===== config.mk =====
export PLATFORM = sky130hd
export DESIGN_NAME = instr_decode
export DESIGN_NICKNAME = d
export VERILOG_FILES = /design/src/source/core_defs.svh /design/src/source/core_pkg.sv /design/src/source/instr_decode.sv
export SDC_FILE = /design/constraint.sdc
export NUM_CORES = 1
export LEC_CHECK = 0
export ABC_AREA = 1
export BUFFER_PORTS_ARGS = -buffer_cell sky130_fd_sc_hd__clkbuf_2
export CAP_MARGIN = 30
export CELL_PAD_IN_SITES_DETAIL_PLACEMENT = 1
export CELL_PAD_IN_SITES_GLOBAL_PLACEMENT = 1
export CORE_UTILIZATION = 20
export DETAILED_ROUTE_END_ITERATION = 8
export PLACE_DENSITY = 0.91
export SYNTH_ARGS = -nofsm -noshare
export SYNTH_HDL_FRONTEND = slang
export SYNTH_SLANG_ARGS = --single-unit
export TNS_END_PERCENT = 5

===== constraint.sdc =====
create_clock -name vclk -period 1.64
set_clock_uncertainty 0.15 [all_clocks]
set_input_delay 0.246 -clock vclk [all_inputs]
set_output_delay 0.246 -clock vclk [all_outputs]
set_load 0.02 [all_outputs]

===== src/source/core_defs.svh =====
`ifndef CORE_DEFS_SVH
`define CORE_DEFS_SVH

// shared code and data memory, in 32-bit words
`define MEM_WORDS 1024

// host registers sit just above the memory window
`define CTRL_ADDR 32'h0000_1000
`define STAT_ADDR 32'h0000_1004
`define CYC_ADDR  32'h0000_1008
`define RET_ADDR  32'h0000_100C

`endif


===== src/source/core_pkg.sv =====
`default_nettype none

package core_pkg;

  typedef logic [31:0] word_t;
  typedef logic [31:0] addr_t;
  typedef logic [4:0]  reg_idx_t;
  typedef logic [31:0] imm_t;

  // only the kept subset of rv32i
  typedef enum logic [6:0] {
    opc_load   = 7'b0000011,
    opc_op_imm = 7'b0010011,
    opc_store  = 7'b0100011,
    opc_op     = 7'b0110011,
    opc_branch = 7'b1100011,
    opc_jal    = 7'b1101111,
    opc_system = 7'b1110011
  } opcode_t;

  typedef enum logic [2:0] {
    alu_add, alu_sub, alu_and, alu_or, alu_xor, alu_slt
  } alu_op_t;

  typedef enum logic [1:0] { src_a_pc, src_a_old_pc, src_a_reg } alu_src_a_t;
  typedef enum logic [1:0] { src_b_reg, src_b_imm, src_b_four } alu_src_b_t;
  typedef enum logic [1:0] { res_alu_out, res_mem_data, res_alu_result } result_src_t;
  typedef enum logic       { adr_pc, adr_result } adr_src_t;

  typedef enum logic [3:0] {
    st_idle, st_fetch, st_decode, st_mem_addr, st_mem_read, st_mem_wb,
    st_mem_write, st_execute, st_alu_wb, st_branch, st_jal, st_halt
  } fsm_state_t;

  typedef struct packed {
    logic        pc_update;
    logic        ir_write;
    logic        reg_write;
    logic        mem_write;
    adr_src_t    adr_src;
    alu_src_a_t  alu_src_a;
    alu_src_b_t  alu_src_b;
    result_src_t result_src;
    logic        alu_use_add;
    logic        retire;
  } ctrl_t;

  typedef struct packed {
    logic        psel;
    logic        penable;
    logic        pwrite;
    logic [15:0] paddr;
    word_t       pwdata;
  } apb_req_t;

  typedef struct packed {
    word_t prdata;
    logic  pslverr;
  } apb_rsp_t;

endpackage

`default_nettype wire


===== src/source/instr_decode.sv =====
`default_nettype none

module instr_decode import core_pkg::*; (
  input  wire word_t instr,
  input  wire        force_add,
  output opcode_t    opcode,
  output logic [2:0] funct3,
  output reg_idx_t   rd,
  output reg_idx_t   rs1,
  output reg_idx_t   rs2,
  output imm_t       imm,
  output alu_op_t    alu_op
);

  assign opcode = opcode_t'(instr[6:0]);
  assign funct3 = instr[14:12];
  assign rd     = instr[11:7];
  assign rs1    = instr[19:15];
  assign rs2    = instr[24:20];

  // immediate by format
  always_comb begin
    case (opcode)
      opc_store:  imm = {{20{instr[31]}}, instr[31:25], instr[11:7]};
      opc_branch: imm = {{19{instr[31]}}, instr[31], instr[7], instr[30:25],
                         instr[11:8], 1'b0};
      opc_jal:    imm = {{11{instr[31]}}, instr[31], instr[19:12], instr[20],
                         instr[30:21], 1'b0};
      default:    imm = {{20{instr[31]}}, instr[31:20]};
    endcase
  end

  always_comb begin
    alu_op = alu_add;
    if (!force_add) begin
      case (opcode)
        opc_op, opc_op_imm: begin
          case (funct3)
            // funct7 bit 5 selects sub, register form only
            3'b000:  alu_op = (opcode == opc_op && instr[30]) ? alu_sub : alu_add;
            3'b010:  alu_op = alu_slt;
            3'b100:  alu_op = alu_xor;
            3'b110:  alu_op = alu_or;
            3'b111:  alu_op = alu_and;
            default: alu_op = alu_add;
          endcase
        end
        opc_branch: alu_op = alu_sub;
        default:    alu_op = alu_add;
      endcase
    end
  end

endmodule

`default_nettype wire


# Yosys cells after proc, flatten, opt, wreduce, memory -nomap -nowiden
# Index checks and enable logic that the tools add are counted.
[word_totals]
register_bits = 0
input_bits = 33
output_inout_bits = 60
elab_cells = 17
[op_classes]
n_eq_ne = 9
mux = 5
reduce_logical = 3
[op_table]
columns = ["cell", "n"]
rows = [
  ["one-hot mux 20 bit (3 select lines)", 1],
  ["one-hot mux 3 bit (5 select lines)", 1],
  ["== test 7 x 6 -> 1 bit (second input constant)", 2],
  ["== test 7 bit (second input constant)", 2],
  ["== test 3 bit (second input constant)", 3],
  ["== test 7 x 5 -> 1 bit (second input constant)", 1],
  ["one-hot mux 3 bit (2 select lines)", 1],
  ["== test 3 x 2 -> 1 bit (second input constant)", 1],
  ["zero test 3 bit", 1],
  ["two-way mux 3 bit", 1],
  ["OR reduction 2 bit", 1],
  ["logical AND 1 bit", 1],
  ["two-way mux 1 bit", 1],
]

# Depth between registers and ports, before layout
# Gate-level depths: netlist of the first run.
[logic_depth]
word_depth = 6
ltp_mapped = 7
depth_no_buf = 7

# Least setup slack after synthesis of the first run
# No wires, ideal clock.
[synth_path]
path_type = "input port to output port"
start = "input instr[4]"
end = "output imm[0]"
t_arrival_ns = 0.952
required_time_ns = 1.244
slack_ns = 0.292
path_stages = 5
path_buffers = 0
cell_sequence = "inv_1 > nand2_1 > nor2_4 > nand2_2 > o21ai_1"
[synth_via]
elab_chain_len = 2
elab_cells_between_ends = 4
classes_between = "eq/ne: 3; mux: 1"
[synth_rtl]
columns = ["item", "line", "text"]
rows = [
  ["start, declared", "instr_decode.sv:4", "input wire word_t instr,"],
  ["== test 7 bit or == test 7 x 6 -> 1 bit (tied branches)", "instr_decode.sv:23", "case (opcode)"],
  ["one-hot mux 20 bit (3 select lines) *", "instr_decode.sv:23", ""],
  ["end, declared", "instr_decode.sv:11", "output imm_t imm,"],
]
# Mark *: on every way between the ends. The rest lies on a longest branch, timed or not.

# Worst setup path in the final report of the first run
[layout_path]
start = "input instr[4]"
end = "output imm[17]"
# Same word-level chain as after synthesis.

==> results of run 1 <==
## metrics by stage
step	worst slack, ns	util, %
finish	0.101	26.6
CTS	0.0714	26.4
floorplan	0.292	-
global route	0.00289	26.6
global placement	0.0990	26.4
detailed placement	0.0706	26.4
## layer usage
| layer | part of all wire, % | wire, um |
|---|---|---|
| met5 | 0 | 0 |
| met4 | 0 | 0 |
| met3 | 9.2 | 173 |
| met2 | 51 | 964 |
| met1 | 39 | 742 |
## cell families (layout without fill, tap and decap cells)
group	after synthesis	count (layout)	synth area share, %
buf+inv	53	94	54.4
compound gates	5	5	4.26
simple gates	54	54	41.3
## where the power goes
group	internal [W]	leakage [nW]	switching [W]	total [W]
clock	0	0	0	0
sequential	0	0	0	0
combinational	0.0000878	0.560	0.000174	0.000262
## how the worst max path moves through the flow
stage	slack [ns]	to
floorplan	0.29	imm[0]
global placement	0.1	imm[16]
detailed placement	0.07	imm[16]
CTS	0.07	imm[16]
global route	0.003	imm[12]
finish	0.10	imm[17]
## layout by cell type (no fill, tap or decap)
| master | count |
|---|---|
| sky130_fd_sc_hd__clkbuf_2 | 79 |
| sky130_fd_sc_hd__nand2_1 | 25 |
| sky130_fd_sc_hd__nand3_1 | 16 |
| sky130_fd_sc_hd__inv_1 | 7 |
| sky130_fd_sc_hd__nor2_1 | 4 |
| sky130_fd_sc_hd__o21ai_1 | 4 |
| sky130_fd_sc_hd__nand2_2 | 3 |
| sky130_fd_sc_hd__buf_2 | 3 |
| sky130_fd_sc_hd__nor2_4 | 2 |
| sky130_fd_sc_hd__inv_2 | 2 |
| sky130_fd_sc_hd__nand2_4 | 2 |
| sky130_fd_sc_hd__buf_4 | 2 |
| sky130_fd_sc_hd__nor2_8 | 1 |
| sky130_fd_sc_hd__nor2_2 | 1 |
| sky130_fd_sc_hd__a21oi_2 | 1 |
| sky130_fd_sc_hd__buf_6 | 1 |
## synthesized netlist by cell type
library cell and n:
sky130_fd_sc_hd__nor2_1 4, sky130_fd_sc_hd__buf_6 1, sky130_fd_sc_hd__nand2_1 25, sky130_fd_sc_hd__inv_2 2, sky130_fd_sc_hd__o21ai_1 4, sky130_fd_sc_hd__nor2_8 1
sky130_fd_sc_hd__nor2_4 2, sky130_fd_sc_hd__nand2_2 3, sky130_fd_sc_hd__a21oi_2 1, sky130_fd_sc_hd__nor2_2 1, sky130_fd_sc_hd__buf_4 43, sky130_fd_sc_hd__inv_1 7
sky130_fd_sc_hd__nand3_1 16, sky130_fd_sc_hd__nand2_4 2
## cell type report
cell class         instances  share of cell area, %
inverters                  9                   4.05
multi-input cells         59                   36.9
well taps                 44                   6.61
repair buffers            85                   52.4
==> flow_metrics.tcl, run 1 <==
set metrics [dict create \
    post-synth-top-area-fraction_pct 47.8 \
    ctsResizeCount 0 \
    synth-warning-count 0 \
    maxSlewViolCount 0 \
    totalNegativeSetupSlack_ns 0 \
    worstPathRequired_ns 1.24 \
    gr-usage-met2_pct 18.7 \
    routabilityCongestion 0.627 \
    post_synthesis_cell_area_sq_um 676 \
    drtAntennaViolNets 0 \
    post_dp_cell_area_sq_um 827 \
    design.die.area_sq_mm 0.00361 \
    fp-row-count 20 \
    wire_length_per_cell_um 9.54 \
    hold_wc_path_type "in -> out" \
    count_of_unique_library_cells_instantiated_by_yosys 14 \
    critPathMaxFanout 9 \
    post_cts_repair_setup_buffers 0 \
    syn-num-nets 145 \
    rsz0062_at_grt "no" \
    timing.hold.ws_ns 0.342 \
    globalRouteOverflowTotal 0 \
    design.portCount 93 \
    worstSetupEndpointType "output pin" \
    final_design_area_no_fill_sq_um 833 \
    area_growth_syn_to_layout_pct 23.3 \
    multi_input_gate_area_sq_um 308 \
    peak_supply_drop_v 0.0000570 \
    final_wirelength_mm 1.88 \
    grt_first_pass_wirelength_mm 2.68 \
    postSynthCellCount 112 \
    critPathLaunchType "primary input" \
    critPathArrivalTime_ns 1.14 \
    min_path_cells 0 \
    drt_pass1_iterations 3 \
    worst-slew-pin-transition_ns 0.258 \
    nFillCells 443 \
    min_clock_period_post_route_ns 1.54 \
    grt_use_met3_pct 0.216 \
    placement.io_buffers 83 \
    report.power.total_w 0.000262 \
    critPathSlowestCell "sky130_fd_sc_hd__nor2_4" \
    layout_worst_path_cycle_share_pct 93.8 \
    power_leakage_nw 0.560 \
    hold_path_end "imm[8]" \
    max_slew_margin_pct 82.8 \
    finalNonFillerCells 197 \
    flops_and_latches 0 \
    syn_area_per_cell_sq_um 6.03 \
    drt_drc_violations_left 0 \
    dr_total_vias 781 \
    final-hold-violation-count 0 \
    die_width_um 60.1 \
    worstSetupStartpoint "instr[4]" \
    total_track_usage_pct 9.26 \
    maximum_number_of_pins_on_one_net_before_global_route_repair 15 \
    timing.critical_path.slowest_cell_delay_ns 0.20 \
    maximum_clock_frequency_mhz 650 \
    grt_pass1_vias 630 \
    power.density_cell_area_mw_per_mm2 314 \
    setup.worst_path.class "in -> out" \
    grt_antenna_before_repair 0 \
    top_usage_layer "met2" \
    setup_violations 0 \
    status "completed" \
    die_h_um 60.1 \
    detail_route.vias_per_cell 3.96 \
    floorplan.initialDensity_pct 21.6 \
    cp_num_cells 8 \
    final.clkbuf_count 0 \
    post-place-cells 197 \
    synth_top_area_cell "sky130_fd_sc_hd__buf_4" \
    ff_latch_area_sq_um 0 \
    design.final.nets 188 \
    hold_path.startpoint "instr[28]" \
    met1_usage_pct 11.1 \
    coreArea_sq_mm 0.00313 \
    cts_hold_buf 0 \
    post_route_cells_drive_above_1_share_pct 63.4 \
    cp_num_buf_inv 4 \
    seq_area_frac_synth_pct 0 \
    placed_wire_length_estimate_after_detailed_placement_mm 1.75 \
    cap_violations 0 \
    synth_area_leaders "sky130_fd_sc_hd__buf_4 (48%), sky130_fd_sc_hd__nand2_1 (14%), sky130_fd_sc_hd__nand3_1 (12%)" \
    worst_path_dominant_cell_family "buffers and inverters" \
    cp_cell_sequence "clkbuf_2, inv_1, nand2_1, nor2_4, buf_6, nand3_1, nand2_1, clkbuf_2" \
    drt-initial-drc-count 7 \
    insertedDiodeCount 0 \
]
No activity file was read; power rests on OpenSTA's default activity.
==> inputs of run 2 (changes only) <==
BUFFER_PORTS_ARGS = default   (was -buffer_cell sky130_fd_sc_hd__clkbuf_2)
CORE_UTILIZATION = 35   (was 20)
DONT_BUFFER_PORTS = 1   (was default)
PLACE_DENSITY = 0.77   (was 0.91)
REMOVE_ABC_BUFFERS = 1   (was default)
==> run 2 against run 1 <==
Wire length down 31%. Die area shrank 42%. Power is 66% lower. Design area down 51%. Core utilization fell by 3.4 points. Global-route usage is 2.1 points higher. Critical path depth down 3. Sequential cell count stayed put. Critical path type unchanged. Critical endpoint is now alu_op[1]. Largest power group unchanged.
==> flow_metrics.tcl, run 2 (synthesized netlist as in run 1, its figures left out) <==
set metrics [dict create \
    status "completed" \
    final-hold-violation-count 0 \
    setup_violations 0 \
    most-common-layout-cells "sky130_fd_sc_hd__nand2_1 (25), sky130_fd_sc_hd__nand3_1 (16), sky130_fd_sc_hd__inv_1 (7), sky130_fd_sc_hd__buf_4 (5)" \
    wire_length_per_cell_um 13.3 \
    worstSetupStartpoint "instr[3]" \
    detail_route.vias_per_cell 5.06 \
    cts_hold_buf 0 \
    hold_path.startpoint "instr[17]" \
    ff_latch_area_sq_um 0 \
    setup.worst_path.class "in -> out" \
    die_width_um 45.9 \
    design.final.nets 108 \
    critPathArrivalTime_ns 0.99 \
    leading_cell_type_in_the_layout_fill_and_taps_excluded "sky130_fd_sc_hd__nand2_1" \
    critPathLaunchType "primary input" \
    layout_worst_path_cycle_share_pct 84.7 \
    worstSetupEndpointType "output pin" \
    grt_pass1_vias 433 \
    placed_wire_length_estimate_after_detailed_placement_mm 1.19 \
    routabilityCongestion 0.638 \
    post-place-cells 98 \
    post_cts_repair_setup_buffers 0 \
    rsz0062_at_grt "no" \
    report.power.total_w 0.0000896 \
    min_clock_period_post_route_ns 1.39 \
    maximum_clock_frequency_mhz 720 \
    totalNegativeSetupSlack_ns 0 \
    final.clkbuf_count 0 \
    critPathMaxFanout 6 \
    die_h_um 45.9 \
    flops_and_latches 0 \
    hold_wc_path_type "in -> out" \
    power_leakage_nw 0.227 \
    insertedDiodeCount 0 \
    max_slew_margin_pct 73.8 \
    maxSlewViolCount 0 \
    worst-slew-pin-transition_ns 0.392 \
    final_wirelength_mm 1.30 \
    placement.io_buffers 0 \
    post_route_cells_drive_above_1_share_pct 23.3 \
    floorplan.initialDensity_pct 38.3 \
    coreArea_sq_mm 0.00176 \
    drt_pass1_iterations 2 \
    drt-initial-drc-count 1 \
    post_dp_cell_area_sq_um 410 \
    grt_first_pass_wirelength_mm 1.82 \
    worstPathRequired_ns 1.24 \
    globalRouteOverflowTotal 0 \
    grt_antenna_before_repair 0 \
    design.portCount 93 \
    final_design_area_no_fill_sq_um 410 \
    design.die.area_sq_mm 0.00211 \
    maximum_number_of_pins_on_one_net_before_global_route_repair 15 \
    peak_supply_drop_v 0.0000611 \
    total_track_usage_pct 11.4 \
    finalNonFillerCells 98 \
    fp-row-count 15 \
    drt_drc_violations_left 0 \
    power.density_cell_area_mw_per_mm2 218 \
    final_util_pct 23.3 \
    drtAntennaViolNets 0 \
    cap_violations 0 \
    ctsResizeCount 0 \
    area_growth_syn_to_layout_pct -39.3 \
    dr_total_vias 496 \
]
run 2: cell types whose count changed in the layout (fill, tap and decap cells not counted), sizes merged:
cell	delta
buf	-1
clkbuf	-79
run 2: metal layers:
metal	vias up	track usage [%]	routed length (um)
li1	229	-	-
met5	-	0	0
met4	0	1.18	0
met2	49	24.2	728
met1	218	10.9	412
met3	0	2.38	159
run 2: path summary, 6_finish.rpt:
path | depth (start not counted) | slack [ns] | to
worst max-delay path | 5 | 0.25 | alu_op[1]
worst min-delay path | 0 | 0.34 | rs1[2]
run 2: through the flow:
stage | hold slack (ns) | setup slack (ns)
4_1_cts | 0.342 | 0.228
3_3_place_gp | 0.342 | 0.252
2_1_floorplan | 0.342 | 0.183
6_report | 0.342 | 0.251
5_1_grt | 0.342 | 0.153
3_5_place_dp | 0.342 | 0.228
run 2: area by class of cell:
type / instances / area, sq um
fill: 257 / 1350
multi-input combinational: 59 / 308
timing repair buffer: 5 / 37.5
inverter: 9 / 33.8
tap: 25 / 31.3
run 2: report_power, final:
part	switching [W]	total, W	internal (W)	leakage (nW)
Sequential	0	0	0	0
Clock	0	0	0	0
Combinational	0.0000641	0.0000896	0.0000255	0.227
Total	0.0000641	0.0000896	0.0000255	0.227
run 2: worst max-delay path, stage by stage:
cell and delay, ns:
sky130_fd_sc_hd__nor2_4 0.16, sky130_fd_sc_hd__nand2_2 0.09, sky130_fd_sc_hd__nor2_2 0.10, sky130_fd_sc_hd__nand2_1 0.07, sky130_fd_sc_hd__nor2_1 0.32
==> inputs of run 3 (changes only) <==
PLACE_DENSITY = 0.8   (was 0.77)
clock period = 1.2 ns   (was 1.64 ns; I/O delays follow)
==> run 3 against run 2 <==
First-iteration DRC count rose to 3.0 times the previous value. Power up 95%. Wire length up 13%. Clock-buffer cell count unchanged. Critical path depth up 2. Cell count up 7.1%. Combinational power up 94%.
==> flow_metrics.tcl, run 3 (synthesized netlist as in run 1, its figures left out) <==
set metrics [dict create \
    status "completed" \
    globalRouteOverflowTotal 0 \
    placement.io_buffers 0 \
    post-place-cells 102 \
    leading_cell_type_in_the_layout_fill_and_taps_excluded "sky130_fd_sc_hd__nand3_1" \
    wire_length_per_cell_um 14.0 \
    design.portCount 93 \
    finalNonFillerCells 105 \
    most-common-layout-cells "sky130_fd_sc_hd__nand3_1 (14), sky130_fd_sc_hd__nand2_1 (13), sky130_fd_sc_hd__nand2_2 (9), sky130_fd_sc_hd__buf_4 (7)" \
    critPathMaxFanout 6 \
    cp_cell_sequence "clkinv_16, nand2_8, nor2_4, nand2_4, nand2_8, o21ai_2, buf_6" \
    maxSlewViolCount 0 \
    drt_pass1_iterations 2 \
    floorplan.initialDensity_pct 38.3 \
    max_slew_margin_pct 81.7 \
    ff_latch_area_sq_um 0 \
    grt_pass1_vias 475 \
    final-hold-violation-count 0 \
    timing.hold.ws_ns 0.210 \
    area_growth_syn_to_layout_pct -6.85 \
    die_h_um 45.9 \
    insertedDiodeCount 0 \
    nFillCells 234 \
    crit_path_frequent_cell "sky130_fd_sc_hd__nand2_8" \
    total_track_usage_pct 12.7 \
    post_route_cells_drive_above_1_share_pct 55.0 \
    detail_route.vias_per_cell 4.96 \
    final.clkbuf_count 0 \
    flops_and_latches 0 \
    peak_supply_drop_v 0.0000870 \
    critPathArrivalTime_ns 0.86 \
    min_clock_period_post_route_ns 1.19 \
    totalNegativeSetupSlack_ns 0 \
    hold_wc_path_type "in -> out" \
    drt-initial-drc-count 3 \
    maximum_clock_frequency_mhz 838 \
    setup.worst_path.class "in -> out" \
    grt_antenna_before_repair 0 \
    fp-row-count 15 \
    drtAntennaViolNets 0 \
    layout_worst_path_cycle_share_pct 99.4 \
    worstSetupEndpointType "output pin" \
    drt_drc_violations_left 0 \
    critPathLaunchType "primary input" \
    rsz0062_at_grt "yes" \
    power_leakage_nw 0.315 \
    design.die.area_sq_mm 0.00211 \
    critPathSlowestCell "sky130_fd_sc_hd__nor2_4" \
    final_wirelength_mm 1.47 \
    routabilityCongestion 0.705 \
    timing.critical_path.slowest_cell_delay_ns 0.17 \
    setup_violations 0 \
    maximum_number_of_pins_on_one_net_before_global_route_repair 15 \
    design.final.nets 115 \
    grt_first_pass_wirelength_mm 2.02 \
    die_width_um 45.9 \
    power.density_cell_area_mw_per_mm2 277 \
    worst-slew-pin-transition_ns 0.275 \
    cap_violations 0 \
    placed_wire_length_estimate_after_detailed_placement_mm 1.21 \
    worstPathRequired_ns 0.87 \
    dr_total_vias 521 \
    coreArea_sq_mm 0.00176 \
]
## run 3: through the flow
step	setup slack (ns)	util, %	instance area, sq um	total power, W
2_1_floorplan	-0.125	-	342	0.0000986
3_3_place_gp	-0.0249	25.0	440	0.000125
3_5_place_dp	-0.0827	25.0	440	0.000128
4_1_cts	-0.0327	28.0	494	0.000140
5_1_grt	-0.0450	35.7	629	0.000188
6_report	0.00731	35.7	629	0.000174
## run 3: final cells by class
class                           count  area (sq um)  area share [%]
Timing Repair Buffer               12           118            18.7
Tap cell                           25          31.3            4.97
Inverter                            9          62.6            9.94
Multi-Input combinational cell     59           418            66.4
## run 3: timing repair
item	in CTS	in global routing
cloned	0	0
endpoints found under the setup margin	14	17
resized for setup	16	24
pin swaps	4	7
setup buffers	1	2
hold buffers	0	0
## run 3: final timing paths
path       to  cells after the start      from  slack [ns]
max   imm[13]                      7  instr[4]       0.007
min     rd[2]                      0  instr[9]        0.21
## run 3: where the power goes
group / internal [W] / switching [W]
combinational: 0.0000686 / 0.000106
clock: 0 / 0
sequential: 0 / 0
## run 3: per-layer routing
metal | part of all wire [%] | track usage (%) | vias up | routed length, um
li1 | - | - | 241 | -
met1 | 29 | 10.9 | 242 | 431
met2 | 58 | 27.6 | 38 | 861
met3 | 12 | 4.37 | 0 | 181
met4 | 0 | 1.18 | 0 | 0
met5 | 0 | 0 | - | 0
## run 3: critical path: cells and delay by family
family / cells / cell delay, ns
and+or+nand+nor: 4 / 0.47
buffers and inverters: 2 / 0.16
AOI/OAI and AO/OA: 1 / 0.06
